## src/include/exti_cfg.svh

```systemverilog
// ######################################
// sizes and bus map of the interrupt subsystem
// each window is three words, addresses must not overlap
// changing EXTI_NSRC also needs new event wiring in exti_regs
// ######################################
`ifndef EXTI_CFG_SVH
`define EXTI_CFG_SVH

// system bus widths
`define EXTI_WORDSIZE 16
`define EXTI_ADDRSIZE 16

// controller registers are one byte wide, upper bits read zero
`define EXTI_REGSIZE 8

// controller window, enable / level / status
`define EXTI_BASE   16'hFF0C
`define EXTI_NWORDS 3

// timer window, reload / ctrl / count
`define TIMER_BASE   16'hFF10
`define TIMER_NWORDS 3

// interrupt sources and cpu lines
`define EXTI_NSRC   3
`define EXTI_NLINES 4

`endif

```

## src/logic/exti_pkg.sv

```systemverilog
// ######################################
// shared types of the interrupt subsystem
// widths come from exti_cfg.svh
// ######################################
`include "exti_cfg.svh"

package exti_pkg;

    // one bus beat, no handshake, read data comes back combinationally
    typedef struct packed {
        logic                       enable;
        logic [`EXTI_ADDRSIZE-1:0]  addr;
        logic                       write_en;
        logic [`EXTI_WORDSIZE-1:0]  wdata;
    } bus_req_t;

    // word offsets inside the controller window
    typedef enum logic [1:0] {
        reg_enable = 2'd0,
        reg_level  = 2'd1,
        reg_status = 2'd2
    } exti_reg_e;

    // word offsets inside the timer window
    typedef enum logic [1:0] {
        tmr_reload = 2'd0,
        tmr_ctrl   = 2'd1,
        tmr_count  = 2'd2
    } timer_reg_e;

    // bit index of each source in enable and status
    typedef enum logic [1:0] {
        src_gpio  = 2'd0,
        src_uart  = 2'd1,
        src_timer = 2'd2
    } int_src_e;

    // routing setup of one source
    typedef struct packed {
        logic       en;
        logic [1:0] level;
    } src_cfg_t;

endpackage

```

## src/logic/exti_regs.sv

```systemverilog
// ######################################
// controller registers at EXTI_BASE
// registers are 8 bit, bits 15:8 read as zero
// events are single-cycle pulses and always beat a status clear
// read data is zero outside the window
// ######################################
`timescale 1ns/1ps
`include "exti_cfg.svh"

module exti_regs import exti_pkg::*; (
    input  logic                          clk,
    input  logic                          rst_n,
    input  bus_req_t                      bus,
    input  logic                          uart_evt,
    input  logic                          gpio_evt,
    input  logic                          timer_evt,
    output logic [`EXTI_WORDSIZE-1:0]     data_out,
    output src_cfg_t [`EXTI_NSRC-1:0]     cfg,
    output logic [`EXTI_NSRC-1:0]         pending
);

    localparam int reg_w = `EXTI_REGSIZE;
    localparam logic [`EXTI_ADDRSIZE-1:0] base_addr = `EXTI_BASE;

    logic             hit;
    logic             wr;
    exti_reg_e        offset;
    logic [reg_w-1:0] enable_q;
    logic [reg_w-1:0] level_q;
    logic [reg_w-1:0] status_q;
    logic [reg_w-1:0] status_d;
    logic [`EXTI_NSRC-1:0] evt;

    // window decode, three words from the base
    assign hit = bus.enable && (bus.addr >= base_addr)
                 && (bus.addr < base_addr + `EXTI_NWORDS);
    assign wr  = hit && bus.write_en;

    // window is smaller than four words so two address bits are enough
    assign offset = exti_reg_e'(bus.addr[1:0] - base_addr[1:0]);

    // gather event pulses by source index
    assign evt[src_gpio]  = gpio_evt;
    assign evt[src_uart]  = uart_evt;
    assign evt[src_timer] = timer_evt;

    // status next value
    always_comb begin
        status_d = status_q;
        // software write first
        if (wr && offset == reg_status) begin
            status_d = bus.wdata[reg_w-1:0];
        end
        // events on top, so a pulse survives a clear in the same cycle
        status_d = status_d | reg_w'(evt);
    end

    always_ff @(posedge clk) begin
        if (!rst_n) begin
            enable_q <= '0;
            level_q  <= '0;
            status_q <= '0;
        end else begin
            if (wr && offset == reg_enable) begin
                enable_q <= bus.wdata[reg_w-1:0];
            end
            if (wr && offset == reg_level) begin
                level_q <= bus.wdata[reg_w-1:0];
            end
            status_q <= status_d;
        end
    end

    // per-source routing setup for the router
    // source s uses enable bit s and level bits 2s+1:2s
    always_comb begin
        for (int s = 0; s < `EXTI_NSRC; s++) begin
            cfg[s].en    = enable_q[s];
            cfg[s].level = level_q[2*s +: 2];
        end
    end

    assign pending = status_q[`EXTI_NSRC-1:0];

    // read-back, zero when not addressed
    always_comb begin
        data_out = '0;
        if (hit) begin
            case (offset)
                reg_enable: data_out = {{(`EXTI_WORDSIZE-reg_w){1'b0}}, enable_q};
                reg_level:  data_out = {{(`EXTI_WORDSIZE-reg_w){1'b0}}, level_q};
                reg_status: data_out = {{(`EXTI_WORDSIZE-reg_w){1'b0}}, status_q};
                default:    data_out = '0;
            endcase
        end
    end

    // a pulse must show up as pending one cycle later, whatever the bus does
    for (genvar s = 0; s < `EXTI_NSRC; s++) begin : g_evt_chk
        a_evt_sets_status: assert property (
            @(posedge clk) disable iff (!rst_n)
            evt[s] |=> status_q[s]
        ) else $error("event on source %0d did not set its status bit", s);
    end

endmodule

```

## src/logic/exti_router.sv

```systemverilog
// ######################################
// maps pending sources onto cpu lines
// purely combinational, no priority between sources
// sources sharing a line are ORed
// ######################################
`timescale 1ns/1ps
`include "exti_cfg.svh"

module exti_router import exti_pkg::*; (
    input  src_cfg_t [`EXTI_NSRC-1:0]     cfg,
    input  logic [`EXTI_NSRC-1:0]         pending,
    output logic [`EXTI_NLINES-1:0]       cpu_int
);

    always_comb begin
        logic [`EXTI_NLINES-1:0] sel;
        cpu_int = '0;
        for (int s = 0; s < `EXTI_NSRC; s++) begin
            // level number to one-hot line
            sel = `EXTI_NLINES'(1) << cfg[s].level;
            // only a pending and enabled source drives its line
            if (cfg[s].en && pending[s]) begin
                cpu_int = cpu_int | sel;
            end
        end
    end

    // nothing pending means every line idle, regardless of enables and levels
    always_comb begin
        if (pending == '0) begin
            a_idle_lines: assert final (cpu_int == '0)
                else $error("cpu_int %b active with no source pending", cpu_int);
        end
    end

endmodule

```

## src/logic/periph_timer.sv

```systemverilog
// ######################################
// down-counting timer at TIMER_BASE
// ctrl bit 0 runs the timer, other ctrl bits read zero
// period is reload+1 cycles, count is read-only
// while stopped, count follows reload
// ######################################
`timescale 1ns/1ps
`include "exti_cfg.svh"

module periph_timer import exti_pkg::*; (
    input  logic                          clk,
    input  logic                          rst_n,
    input  bus_req_t                      bus,
    output logic [`EXTI_WORDSIZE-1:0]     data_out,
    output logic                          timer_evt
);

    localparam logic [`EXTI_ADDRSIZE-1:0] base_addr = `TIMER_BASE;

    logic                       hit;
    logic                       wr;
    timer_reg_e                 offset;
    logic [`EXTI_WORDSIZE-1:0]  reload_q;
    logic                       run_q;
    logic [`EXTI_WORDSIZE-1:0]  count_q;

    // window decode
    assign hit = bus.enable && (bus.addr >= base_addr)
                 && (bus.addr < base_addr + `TIMER_NWORDS);
    assign wr  = hit && bus.write_en;
    assign offset = timer_reg_e'(bus.addr[1:0] - base_addr[1:0]);

    // control registers, a write to tmr_count has no effect
    always_ff @(posedge clk) begin
        if (!rst_n) begin
            reload_q <= '0;
            run_q    <= 1'b0;
        end else begin
            if (wr && offset == tmr_reload) begin
                reload_q <= bus.wdata;
            end
            if (wr && offset == tmr_ctrl) begin
                run_q <= bus.wdata[0];
            end
        end
    end

    // counter
    always_ff @(posedge clk) begin
        if (!rst_n) begin
            count_q <= '0;
        end else if (!run_q) begin
            // preload so the first period after start is full length
            count_q <= reload_q;
        end else if (count_q == '0) begin
            // wrap
            count_q <= reload_q;
        end else begin
            count_q <= count_q - 1'b1;
        end
    end

    // event for the whole cycle the running counter sits at zero
    assign timer_evt = run_q && (count_q == '0);

    // read-back
    always_comb begin
        data_out = '0;
        if (hit) begin
            case (offset)
                tmr_reload: data_out = reload_q;
                tmr_ctrl:   data_out = {{(`EXTI_WORDSIZE-1){1'b0}}, run_q};
                tmr_count:  data_out = count_q;
                default:    data_out = '0;
            endcase
        end
    end

    // with a nonzero reload the wrap always leaves zero, so no back-to-back pulses
    a_evt_single: assert property (
        @(posedge clk) disable iff (!rst_n)
        (timer_evt && reload_q != '0) |=> !timer_evt
    ) else $error("timer_evt held for two cycles with reload %0d", reload_q);

endmodule

```

## src/logic/gpio_edge.sv

```systemverilog
// ######################################
// rising-edge detector for an async GPIO pin
// pulse comes 3 edges after the pin is first sampled
// pin pulses shorter than a clock may be missed
// ######################################
`timescale 1ns/1ps

module gpio_edge (
    input  logic clk,
    input  logic rst_n,
    input  logic pin,
    output logic gpio_evt
);

    logic sync1_q;
    logic sync2_q;
    logic hist_q;

    always_ff @(posedge clk) begin
        if (!rst_n) begin
            sync1_q  <= 1'b0;
            sync2_q  <= 1'b0;
            hist_q   <= 1'b0;
            gpio_evt <= 1'b0;
        end else begin
            // two-flop synchroniser
            sync1_q <= pin;
            sync2_q <= sync1_q;
            // previous synchronised level
            hist_q  <= sync2_q;
            // registered so the pulse is glitch free toward the controller
            gpio_evt <= sync2_q && !hist_q;
        end
    end

endmodule

```

## src/logic/exti_subsys_top.sv

```systemverilog
// ######################################
// interrupt subsystem top level
// bus has no handshake, reads are combinational
// uart_evt must be a one-cycle pulse in the clk domain
// gpio_pin may be asynchronous
// ######################################
`timescale 1ns/1ps
`include "exti_cfg.svh"

module exti_subsys_top import exti_pkg::*; (
    input  logic                          clk,
    input  logic                          rst_n,
    input  logic                          enable,
    input  logic [`EXTI_ADDRSIZE-1:0]     addr,
    input  logic                          write_en,
    input  logic [`EXTI_WORDSIZE-1:0]     data_in,
    output logic [`EXTI_WORDSIZE-1:0]     data_out,
    input  logic                          gpio_pin,
    input  logic                          uart_evt,
    output logic [`EXTI_NLINES-1:0]       cpu_int
);

    bus_req_t                   bus;
    logic [`EXTI_WORDSIZE-1:0]  exti_dout;
    logic [`EXTI_WORDSIZE-1:0]  timer_dout;
    logic                       gpio_evt;
    logic                       timer_evt;
    src_cfg_t [`EXTI_NSRC-1:0]  cfg;
    logic [`EXTI_NSRC-1:0]      pending;

    // pack the outside bus once, both slaves see the same beat
    assign bus.enable   = enable;
    assign bus.addr     = addr;
    assign bus.write_en = write_en;
    assign bus.wdata    = data_in;

    exti_regs u_regs (
        .clk       (clk),
        .rst_n     (rst_n),
        .bus       (bus),
        .uart_evt  (uart_evt),
        .gpio_evt  (gpio_evt),
        .timer_evt (timer_evt),
        .data_out  (exti_dout),
        .cfg       (cfg),
        .pending   (pending)
    );

    exti_router u_router (
        .cfg     (cfg),
        .pending (pending),
        .cpu_int (cpu_int)
    );

    periph_timer u_timer (
        .clk       (clk),
        .rst_n     (rst_n),
        .bus       (bus),
        .data_out  (timer_dout),
        .timer_evt (timer_evt)
    );

    gpio_edge u_gpio (
        .clk      (clk),
        .rst_n    (rst_n),
        .pin      (gpio_pin),
        .gpio_evt (gpio_evt)
    );

    // each slave is zero outside its window
    assign data_out = exti_dout | timer_dout;

endmodule

```

## config.mk

```make
export PLATFORM = sky130hd
export DESIGN_NAME = exti_subsys_top
export DESIGN_NICKNAME = d
export VERILOG_FILES = /design/src/logic/exti_pkg.sv /design/src/logic/exti_regs.sv /design/src/logic/exti_router.sv /design/src/logic/periph_timer.sv /design/src/logic/gpio_edge.sv /design/src/logic/exti_subsys_top.sv
export VERILOG_INCLUDE_DIRS = /design/src /design/src/include
export SDC_FILE = /design/constraint.sdc
export NUM_CORES = 1
export LEC_CHECK = 0
export BUFFER_PORTS_ARGS = -buffer_cell sky130_fd_sc_hd__buf_2
export CAP_MARGIN = 20
export CORE_UTILIZATION = 50
export CTS_BUF_LIST = sky130_fd_sc_hd__clkbuf_4 sky130_fd_sc_hd__clkbuf_8
export DETAILED_ROUTE_END_ITERATION = 8
export PLACE_DENSITY_LB_ADDON = 0.12
export SYNTH_ARGS = -nofsm -noshare
export SYNTH_HDL_FRONTEND = slang
export SYNTH_SLANG_ARGS = --single-unit
export TNS_END_PERCENT = 100
```

## constraint.sdc

```tcl
create_clock -name clk -period 2.21 [get_ports clk]
set_clock_uncertainty 0.1 [all_clocks]
set_input_delay 0.1105 -clock clk [delete_from_list [all_inputs] [get_ports clk]]
set_output_delay 0.1105 -clock clk [all_outputs]
set_load 0.01 [all_outputs]
```

-- Word level (Yosys, flattened, before mapping)
Index checks and enable logic that the tools add are counted.
- bitwise gates (word level): 4
- add/subtract/negate cells: 1
- $lt $le $gt $ge: 4
- equal/unequal tests: 2
- mux-type cells: 10
- reduce and logical (&&, ||, !) cells: 19
- shifts and indexed selects: 3
- operators with widths (operator ; number):
    16-bit 2-to-1 mux ; 4
    16-bit case mux with 3 select lines ; 1
    16-bit greater-or-equal comparator (second input constant) ; 2
    16-bit less-than comparator (second input constant) ; 2
    8-bit case mux with 3 select lines ; 1
    1-bit logical AND ; 16
    16-bit logical NOT ; 1
    16-bit OR ; 1
    16-bit by 1-bit subtractor with 16-bit output (second input constant) ; 1
    4-bit 2-to-1 mux ; 3
    1-bit by 2-bit << shifter with 4-bit output (first input constant) ; 3
    8-bit 2-to-1 mux ; 1
    4-bit OR ; 2
    8-bit by 3-bit OR with 8-bit output ; 1
    2-bit by 1-bit equality test with 1-bit output (second input constant) ; 1
    2-bit equality test (second input constant) ; 1
    2-bit logical NOT ; 1
    1-bit logical NOT ; 1
- input port bits: 38
- bits in registers: 61
- output and inout bits: 20

-- Logic depth before layout (Yosys ltp)
Gate-level depths: netlist (run 1).
- depth in word-level cells: 7
- gate-level depth with buffers: 8

-- Cells and area by module
Synthesis (run 1) repeated with hierarchy kept, for this count alone.
- cells, all modules: 454
- area, all modules: 3781.1 um^2
- modules (own cells, without submodules) (module ; area each (um^2) ; times used ; cells an instance ; sequential area each (um^2)):
    periph_timer ; 2013.2 ; 1 ; 235 ; 660.6
    exti_regs ; 1438.9 ; 1 ; 179 ; 480.5
    exti_router ; 117.6 ; 1 ; 16 ; 0.0
    gpio_edge ; 111.4 ; 1 ; 8 ; 80.1
    exti_subsys_top ; 100.1 ; 1 ; 16 ; 0.0

-- Worst setup path after synthesis (run 1)
Ideal clock, no wire load.
- path type: register -> register
- start point: register u_timer.count_q[0]
- end point: register u_timer.count_q[14]
- path slack: 0.478 ns
- stages on the path, launching flop included: 7
- period minus slack after synthesis: 1.732 ns
- library setup time: 0.080 ns
- required time: 2.030 ns
- path buffers: 0
- arrival: 1.552 ns
- path through: dfxtp_1 -> inv_1 -> ha_1 -> nor3b_1 -> nand4_1 -> xor2_1 -> a211oi_2
- longest elaborated chain between the ends: 3
- elaborated cells between the ends (all ways): 4
- those cells by class: 1 x add/sub; 2 x mux; 1 x reduce/logical
- RTL lines (element ; RTL line ; RTL):
    start: declaration ; periph_timer.sv:25 ; logic [`EXTI_WORDSIZE-1:0] count_q;
    start signal: assignment ; periph_timer.sv:54 ; count_q <= reload_q;
    start signal: assignment ; periph_timer.sv:57 ; count_q <= reload_q;
    start signal: assignment ; periph_timer.sv:59 ; count_q <= count_q - 1'b1;
    16-bit by 1-bit subtractor with 16-bit output / 16-bit logical NOT (equally long branches) ; periph_timer.sv:59, periph_timer.sv:55 ;
    16-bit 2-to-1 mux (*) ; periph_timer.sv:55 ; end else if (count_q == '0) begin
    16-bit 2-to-1 mux (*) ; periph_timer.sv:52 ; end else if (!run_q) begin
Every way passes the cells marked *; elsewhere a longest branch is shown, timed or not.
A chain may end at the register's enable or synchronous reset.

-- Final worst setup path (run 1)
- start point: register u_timer.count_q[0]
- end point: register u_timer.count_q[3]
Same word-level chain as after synthesis.

==> results of run 1 <==
cell families after synthesis:
family,count (synthesis),share of synthesized area (%)
buffers and inverters,44,5.79
AOI/OAI and AO/OA,140,26.0
and+or+nand+nor,137,24.5
adders and majority gates,2,0.714
muxes,19,5.43
xor gates and xnor gates,11,2.75
DFF,61,34.9
metal layers:
layer / vias up / GRT usage, % / share of wire, %
met5: - / 0 / 0
met4: 0 / 11.7 / 2.2
met3: 23 / 5.20 / 5.8
met2: 140 / 46.0 / 47
met1: 1652 / 39.2 / 45
li1: 1715 / - / -
layout make-up:
| cell class | count | area [µm²] |
|---|---|---|
| Tap cell | 96 | 120 |
| Fill cell | 619 | 2590 |
| Clock inverter | 3 | 15.0 |
| Multi-Input combinational cell | 309 | 2080 |
| Sequential cell | 61 | 1220 |
| Clock buffer | 11 | 139 |
| Timing Repair Buffer | 95 | 621 |
| Inverter | 3 | 11.3 |
timing repair:
| item | 4_1_cts | 5_1_grt |
|---|---|---|
| endpoints found under the hold margin | 41 | 0 |
| setup endpoints to repair | 0 | 0 |
| hold buffers | 20 | 0 |
registers in the layout, indices dropped and copies added, names as in the netlist:
signal            count
u_gpio.sync2_q        1
u_timer.reload_q     16
u_gpio.sync1_q        1
u_timer.run_q         1
u_regs.level_q        8
u_gpio.hist_q         1
u_regs.enable_q       8
u_regs.status_q       8
u_timer.count_q      16
u_gpio.gpio_evt       1
Yosys cell counts, drive strengths merged (2+ instances only):
| master | number | area, µm² |
|---|---|---|
| a21oi | 60 | 300 |
| a211oi | 13 | 148 |
| clkbuf | 26 | 98.8 |
| and3b | 3 | 26.3 |
| nor2 | 26 | 105 |
| and2 | 7 | 46.3 |
| nand4 | 43 | 284 |
| a22oi | 10 | 75.1 |
| buf | 15 | 92.6 |
| or3 | 4 | 25.0 |
| a311oi | 3 | 26.3 |
| dfxtp | 61 | 1220 |
| mux2i | 19 | 190 |
| ha | 2 | 25.0 |
| nor4 | 5 | 73.8 |
| nand3 | 11 | 55.1 |
| nor3 | 8 | 51.3 |
| xor2 | 6 | 52.6 |
| nor2b | 4 | 25.0 |
| o22ai | 8 | 50.1 |
| xnor2 | 5 | 43.8 |
| o21ai | 16 | 80.1 |
| o311a | 2 | 20.0 |
| o31ai | 26 | 195 |
| nand2 | 16 | 60.1 |
| and4 | 3 | 26.3 |
| inv | 2 | 7.51 |
path summary, 6_finish.rpt:
kind | start | end | slack [ns] | cells after the start
setup / recovery | u_timer.count_q[0] | u_timer.count_q[3] | 0.30 | 6
hold / removal | addr[5] | u_regs.status_q[3] | 0.24 | 5
setup reg to reg | u_timer.count_q[0] | u_timer.count_q[3] | 0.30 | 6
hold reg to reg | u_gpio.hist_q | u_gpio.gpio_evt | 0.29 | 1
report_power, final:
part	switching, µW	total (µW)	internal [µW]	leakage [µW]
Sequential	3.03	1110	1100	0.000492
Clock	425	839	414	0.0000856
Combinational	87.5	158	70.5	0.00105
worst reg2reg max path, delay by kind of cell, from the launching register on:
kind	cells	cell delay, ns
compound gates	1	0.27
fa+ha+maj	1	0.16
buf+inv	1	0.11
flops	1	0.37
simple gates	3	0.81
through the flow:
step	total power (µW)	instance area (µm²)	setup WS (ns)	hold slack, ns	utilization, %
final	2100	4210	0.301	0.235	61.9
after global routing	2180	4210	0.190	0.255	61.9
after CTS	2120	4210	0.301	0.224	61.9
after detailed placement	1260	3850	0.372	0.223	56.7
after global placement	1260	3850	0.428	0.220	56.7
after floorplan	1200	3500	0.478	0.138	-
==> summary.md, run 1 <==
| Metric | Value |
|---|---|
| Critical path class | register to register |
| RSZ-0062 raised after global routing | false |
| Die ar. | 7350 µm² |
| Net count, final | 519 |
| Core area | 6790 µm² |
| Top cell family by delay on the critical path | simple AND/OR/NAND/NOR gates |
| Vias per inst | 6.11 |
| Register area share after synthesis | 34.9% |
| DRT iter0 DRCs | 284 |
| # clock sinks | 61 |
| Crit start category | register |
| GR Util All Layers | 29.0% |
| CTS Buf Count | 9 |
| Critical Path End Type | register |
| Reg clk slew, reported paths | 0.07 ns |
| Yosys warnings | 0 |
| Max Cap Viol | 0 |
| # setup viols final | 0 |
| First-pass GRT wire length | 16.7 mm |
| Cts repair resizes | 0 |
| Pwr Density | 500 nW/µm² |
| Initial Util | 51.6% |
| Global route overflow | 0 |
| Ports | 58 |
| Initial antenna violation count | 0 |
| Critical Path Fanout Max | 16 |
| DP HPWL | 6.94 mm |
| Syn Nets | 454 |
| Synthesized area | 3500 µm² |
| Diode count | 0 |
| Min-Delay Path Class | primary input to register |
| Skew-Pair Late Insertion Delay | 0.33 ns |
| Routability cong. | 0.910 |
| CTS tree | yes |
| Commonest non-fill, non-tap cells in the layout | dfxtp_1, a21oi_1, buf_2 |
| Critical path arrival | 2.04 ns |
| Largest net degree at the start of global routing | 52 |
| Post-Place Cells | 544 |
| Min Tclk post-route | 1.91 ns |
| P&R area growth vs syn | 20.1% |
| Vias in the first global route | 3361 |
| Worst EP required | 2.34 ns |
| Slew Limit Headroom | 57.7% |
| Slew at the pin with the worst max-slew slack | 0.635 ns |
| Drt first pass iters | 7 |
| F_max | 524 MHz |
| Avg WL per Cell | 17.6 µm |
| FP Rows | 30 |
| CTS Buffer Depth | 2 |
| Synth unique cells | 49 |
| Max IR drop VDD | 0.323 mV |
| Syn Area/Cell | 8.46 µm² |
| H-tree depth | 3 |
| Leak pwr | 0.00163 µW |
| Main synth FF type | dfxtp_1 |
| Final WL | 10.2 mm |
| Die width | 85.7 µm |
| Post-synth EDFFs | 0 |
| Final worst-path cycle share | 86.4% |
| Commonest non-fill, non-tap cell in the layout | dfxtp_1 |
| Vias | 3530 |
| Post-Layout Cell Count | 578 |
| CP Buf/Inv Count | 1 |
| Post-CTS Setup Bufs | 0 |
| Hold Fails Final Rpt | 0 |
| Port Buffers | 57 |
| Post-route setup TNS | 0 ns |
| Antenna Nets Post-Route | 0 |
| Cells after Synth | 414 |
| Slew Viols, Final | 0 |
| Critical-path top delay cell | dfxtp_1 |
| Chip height | 85.7 µm |
| Status | complete, no violations |
| Fraction of layout cells with a size suffix above 1 | 23.0% |
| Worst path max stage delay | 0.37 ns |
| Root buffer cell | clkbuf_8 |
| Critical path cell sequence | inv_1 -> ha_1 -> nor4b_4 -> nand4_4 -> and2_4 -> a311oi_1 |
| Fraction of registers with async set/reset | 0% |
| Drt drc | 0 |
| #FFs+latches synth | 61 |
No activity file was read; power rests on OpenSTA's default activity.
==> run 2, diff against run 1 <==
- CELL_PAD_IN_SITES_DETAIL_PLACEMENT: unset -> 0
- CELL_PAD_IN_SITES_GLOBAL_PLACEMENT: unset -> 1
- CORE_UTILIZATION: 50 -> 44
==> run 2 against run 1 <==
Combinational power is essentially flat. Critical path type unchanged. Largest cell class unchanged. Flip-flop and latch count unchanged. Largest power group is now clock. Final cell count grew 0.69%. Highest routed layer unchanged.
==> summary.md, run 2 (synthesized netlist as in run 1, its figures left out) <==
| Metric | Value |
|---|---|
| Status | complete, no violations |
| Cts repair resizes | 0 |
| CP Buf/Inv Count | 1 |
| R2R depth | 6 |
| Fraction of layout cells with a size suffix above 1 | 23.1% |
| Die ar. | 8320 µm² |
| Critical Path End Type | register |
| DP HPWL | 7.52 mm |
| Chip height | 91.2 µm |
| Leak pwr | 0.00165 µW |
| Placement Cell Area | 3880 µm² |
| Post-route setup TNS | 0 ns |
| Post-Layout Cell Count | 582 |
| Switching share of power | 22.1% |
| Drt drc | 0 |
| FILL cells | 753 |
| Comb power frac | 6.4% |
| Vias in the first global route | 3351 |
| Vias per inst | 6.12 |
| P&R area growth vs syn | 23.0% |
| Final instance area | 4310 µm² |
| FP Rows | 32 |
| Initial antenna violation count | 0 |
| Max IR drop VDD | 0.257 mV |
| Crit start category | register |
| Reg clk slew, reported paths | 0.07 ns |
| Max Cap Viol | 0 |
| Post-Place Cells | 548 |
| Vias | 3560 |
| CTS Buf Count | 9 |
| Commonest non-fill, non-tap cells in the layout | dfxtp_1, a21oi_1, buf_2 |
| Global route overflow | 0 |
| Slew at the pin with the worst max-slew slack | 0.644 ns |
| CTS Buffer Depth | 2 |
| Critical Path Fanout Max | 16 |
| First-pass GRT wire length | 17.8 mm |
| H-tree depth | 3 |
| Critical-path top delay cell | dfxtp_1 |
| Worst EP required | 2.36 ns |
| Critical path class | register to register |
| Routability cong. | 0.879 |
| Multi-input gate area | 2080 µm² |
| DRT iter0 DRCs | 217 |
| Pwr Density | 581 nW/µm² |
| # clock sinks | 61 |
| # setup viols final | 0 |
| Core area | 7730 µm² |
| Switching pwr | 554 µW |
| Critical path cell sequence | inv_1 -> ha_1 -> nor4b_4 -> nand4_4 -> and2_4 -> a211oi_1 |
| RSZ-0062 raised after global routing | false |
| Ports | 58 |
| GR Util All Layers | 27.2% |
| Worst r2r dst | u_timer.count_q[0] |
| Critical path arrival | 2.05 ns |
| Skew-Pair Late Insertion Delay | 0.34 ns |
| Initial Util | 45.3% |
| Avg WL per Cell | 18.6 µm |
| Final worst-path cycle share | 86.0% |
| R2r setup slk | 0.31 ns |
| Slew Limit Headroom | 57.0% |
| Min Tclk post-route | 1.90 ns |
| Clock power frac | 49.4% |
| Largest net degree at the start of global routing | 52 |
| Die width | 91.2 µm |
| Worst path max stage delay | 0.37 ns |
| FF+latch area | 1220 µm² |
| CTS tree | yes |
| CP startpoint | u_timer.count_q[0] |
| Commonest non-fill, non-tap cell in the layout | dfxtp_1 |
| Root buffer cell | clkbuf_8 |
| Final WL | 10.8 mm |
| P_int | 1950 µW |
| Antenna Nets Post-Route | 0 |
| Net count, final | 515 |
| R2r startpoint | u_timer.count_q[0] |
| Hold Fails Final Rpt | 0 |
| Diode count | 0 |
| F_max | 526 MHz |
| Min-Delay Path Class | primary input to register |
| Slew Viols, Final | 0 |
| CP Capture Point | u_timer.count_q[0] |
| Top cell family by delay on the critical path | simple AND/OR/NAND/NOR gates |
| CP Depth | 6 |
| Core Util, Final | 55.8% |
| Hold buffer count at CTS | 18 |
| Port Buffers | 57 |
| Seq pwr share | 44.2% |
| Regs by FF count | u_timer.count_q (16), u_timer.reload_q (16) |
| Drt first pass iters | 4 |
| Post-CTS Setup Bufs | 0 |
-- run 2: worst min path at each step --
stage          slack (ns)      from  cells past startpoint            endpoint
4_1_cts             0.002     rst_n                      2  u_regs.status_q[1]
6_report             0.01     rst_n                      2  u_regs.status_q[1]
3_5_place_dp         0.24  gpio_pin                      2      u_gpio.sync1_q
3_3_place_gp         0.23  gpio_pin                      2      u_gpio.sync1_q
2_1_floorplan        0.14  gpio_pin                      1      u_gpio.sync1_q
5_1_grt              0.03     rst_n                      2  u_regs.status_q[0]
-- run 2: power groups by stage --
stage	clock network [µW]	logic, µW	registers [µW]
finish	1240	161	1110
global route	1300	173	1110
CTS	1250	159	1110
detailed placement	0	134	1130
global placement	0	133	1130
floorplan	0	69.3	1130
-- run 2: layout make-up --
cell class              instances  area share, %
clock buffers                  10           3.19
clock inverters                 6           2.55
inverters                       3          0.261
multi-input cells             309           48.2
flip-flops and latches         61           28.3
well taps                     102           2.96
repair buffers                 91           14.5
-- run 2: per-layer routing --
metal | track usage [%] | share of wire (%) | up-vias
li1 | - | - | 1711
met1 | 40.2 | 50 | 1702
met2 | 39.5 | 42 | 125
met3 | 3.69 | 5.4 | 22
met4 | 10.4 | 2.2 | 0
met5 | 0 | 0 | -
-- run 2: stage by stage --
stage / worst slack [ns] / power (µW) / hold WS (ns)
final: 0.309 / 2510 / 0.0119
after global routing: 0.163 / 2580 / 0.0322
after CTS: 0.320 / 2520 / 0.00212
after detailed placement: 0.368 / 1270 / 0.244
after global placement: 0.443 / 1260 / 0.225
after floorplan: 0.478 / 1200 / 0.138
-- run 2: worst reg2reg max path: stages, from the launching register on --
cell	delay (ns)
dfxtp_1	0.37
inv_1	0.11
ha_1	0.15
nor4b_4	0.24
nand4_4	0.24
and2_4	0.33
a211oi_1	0.28
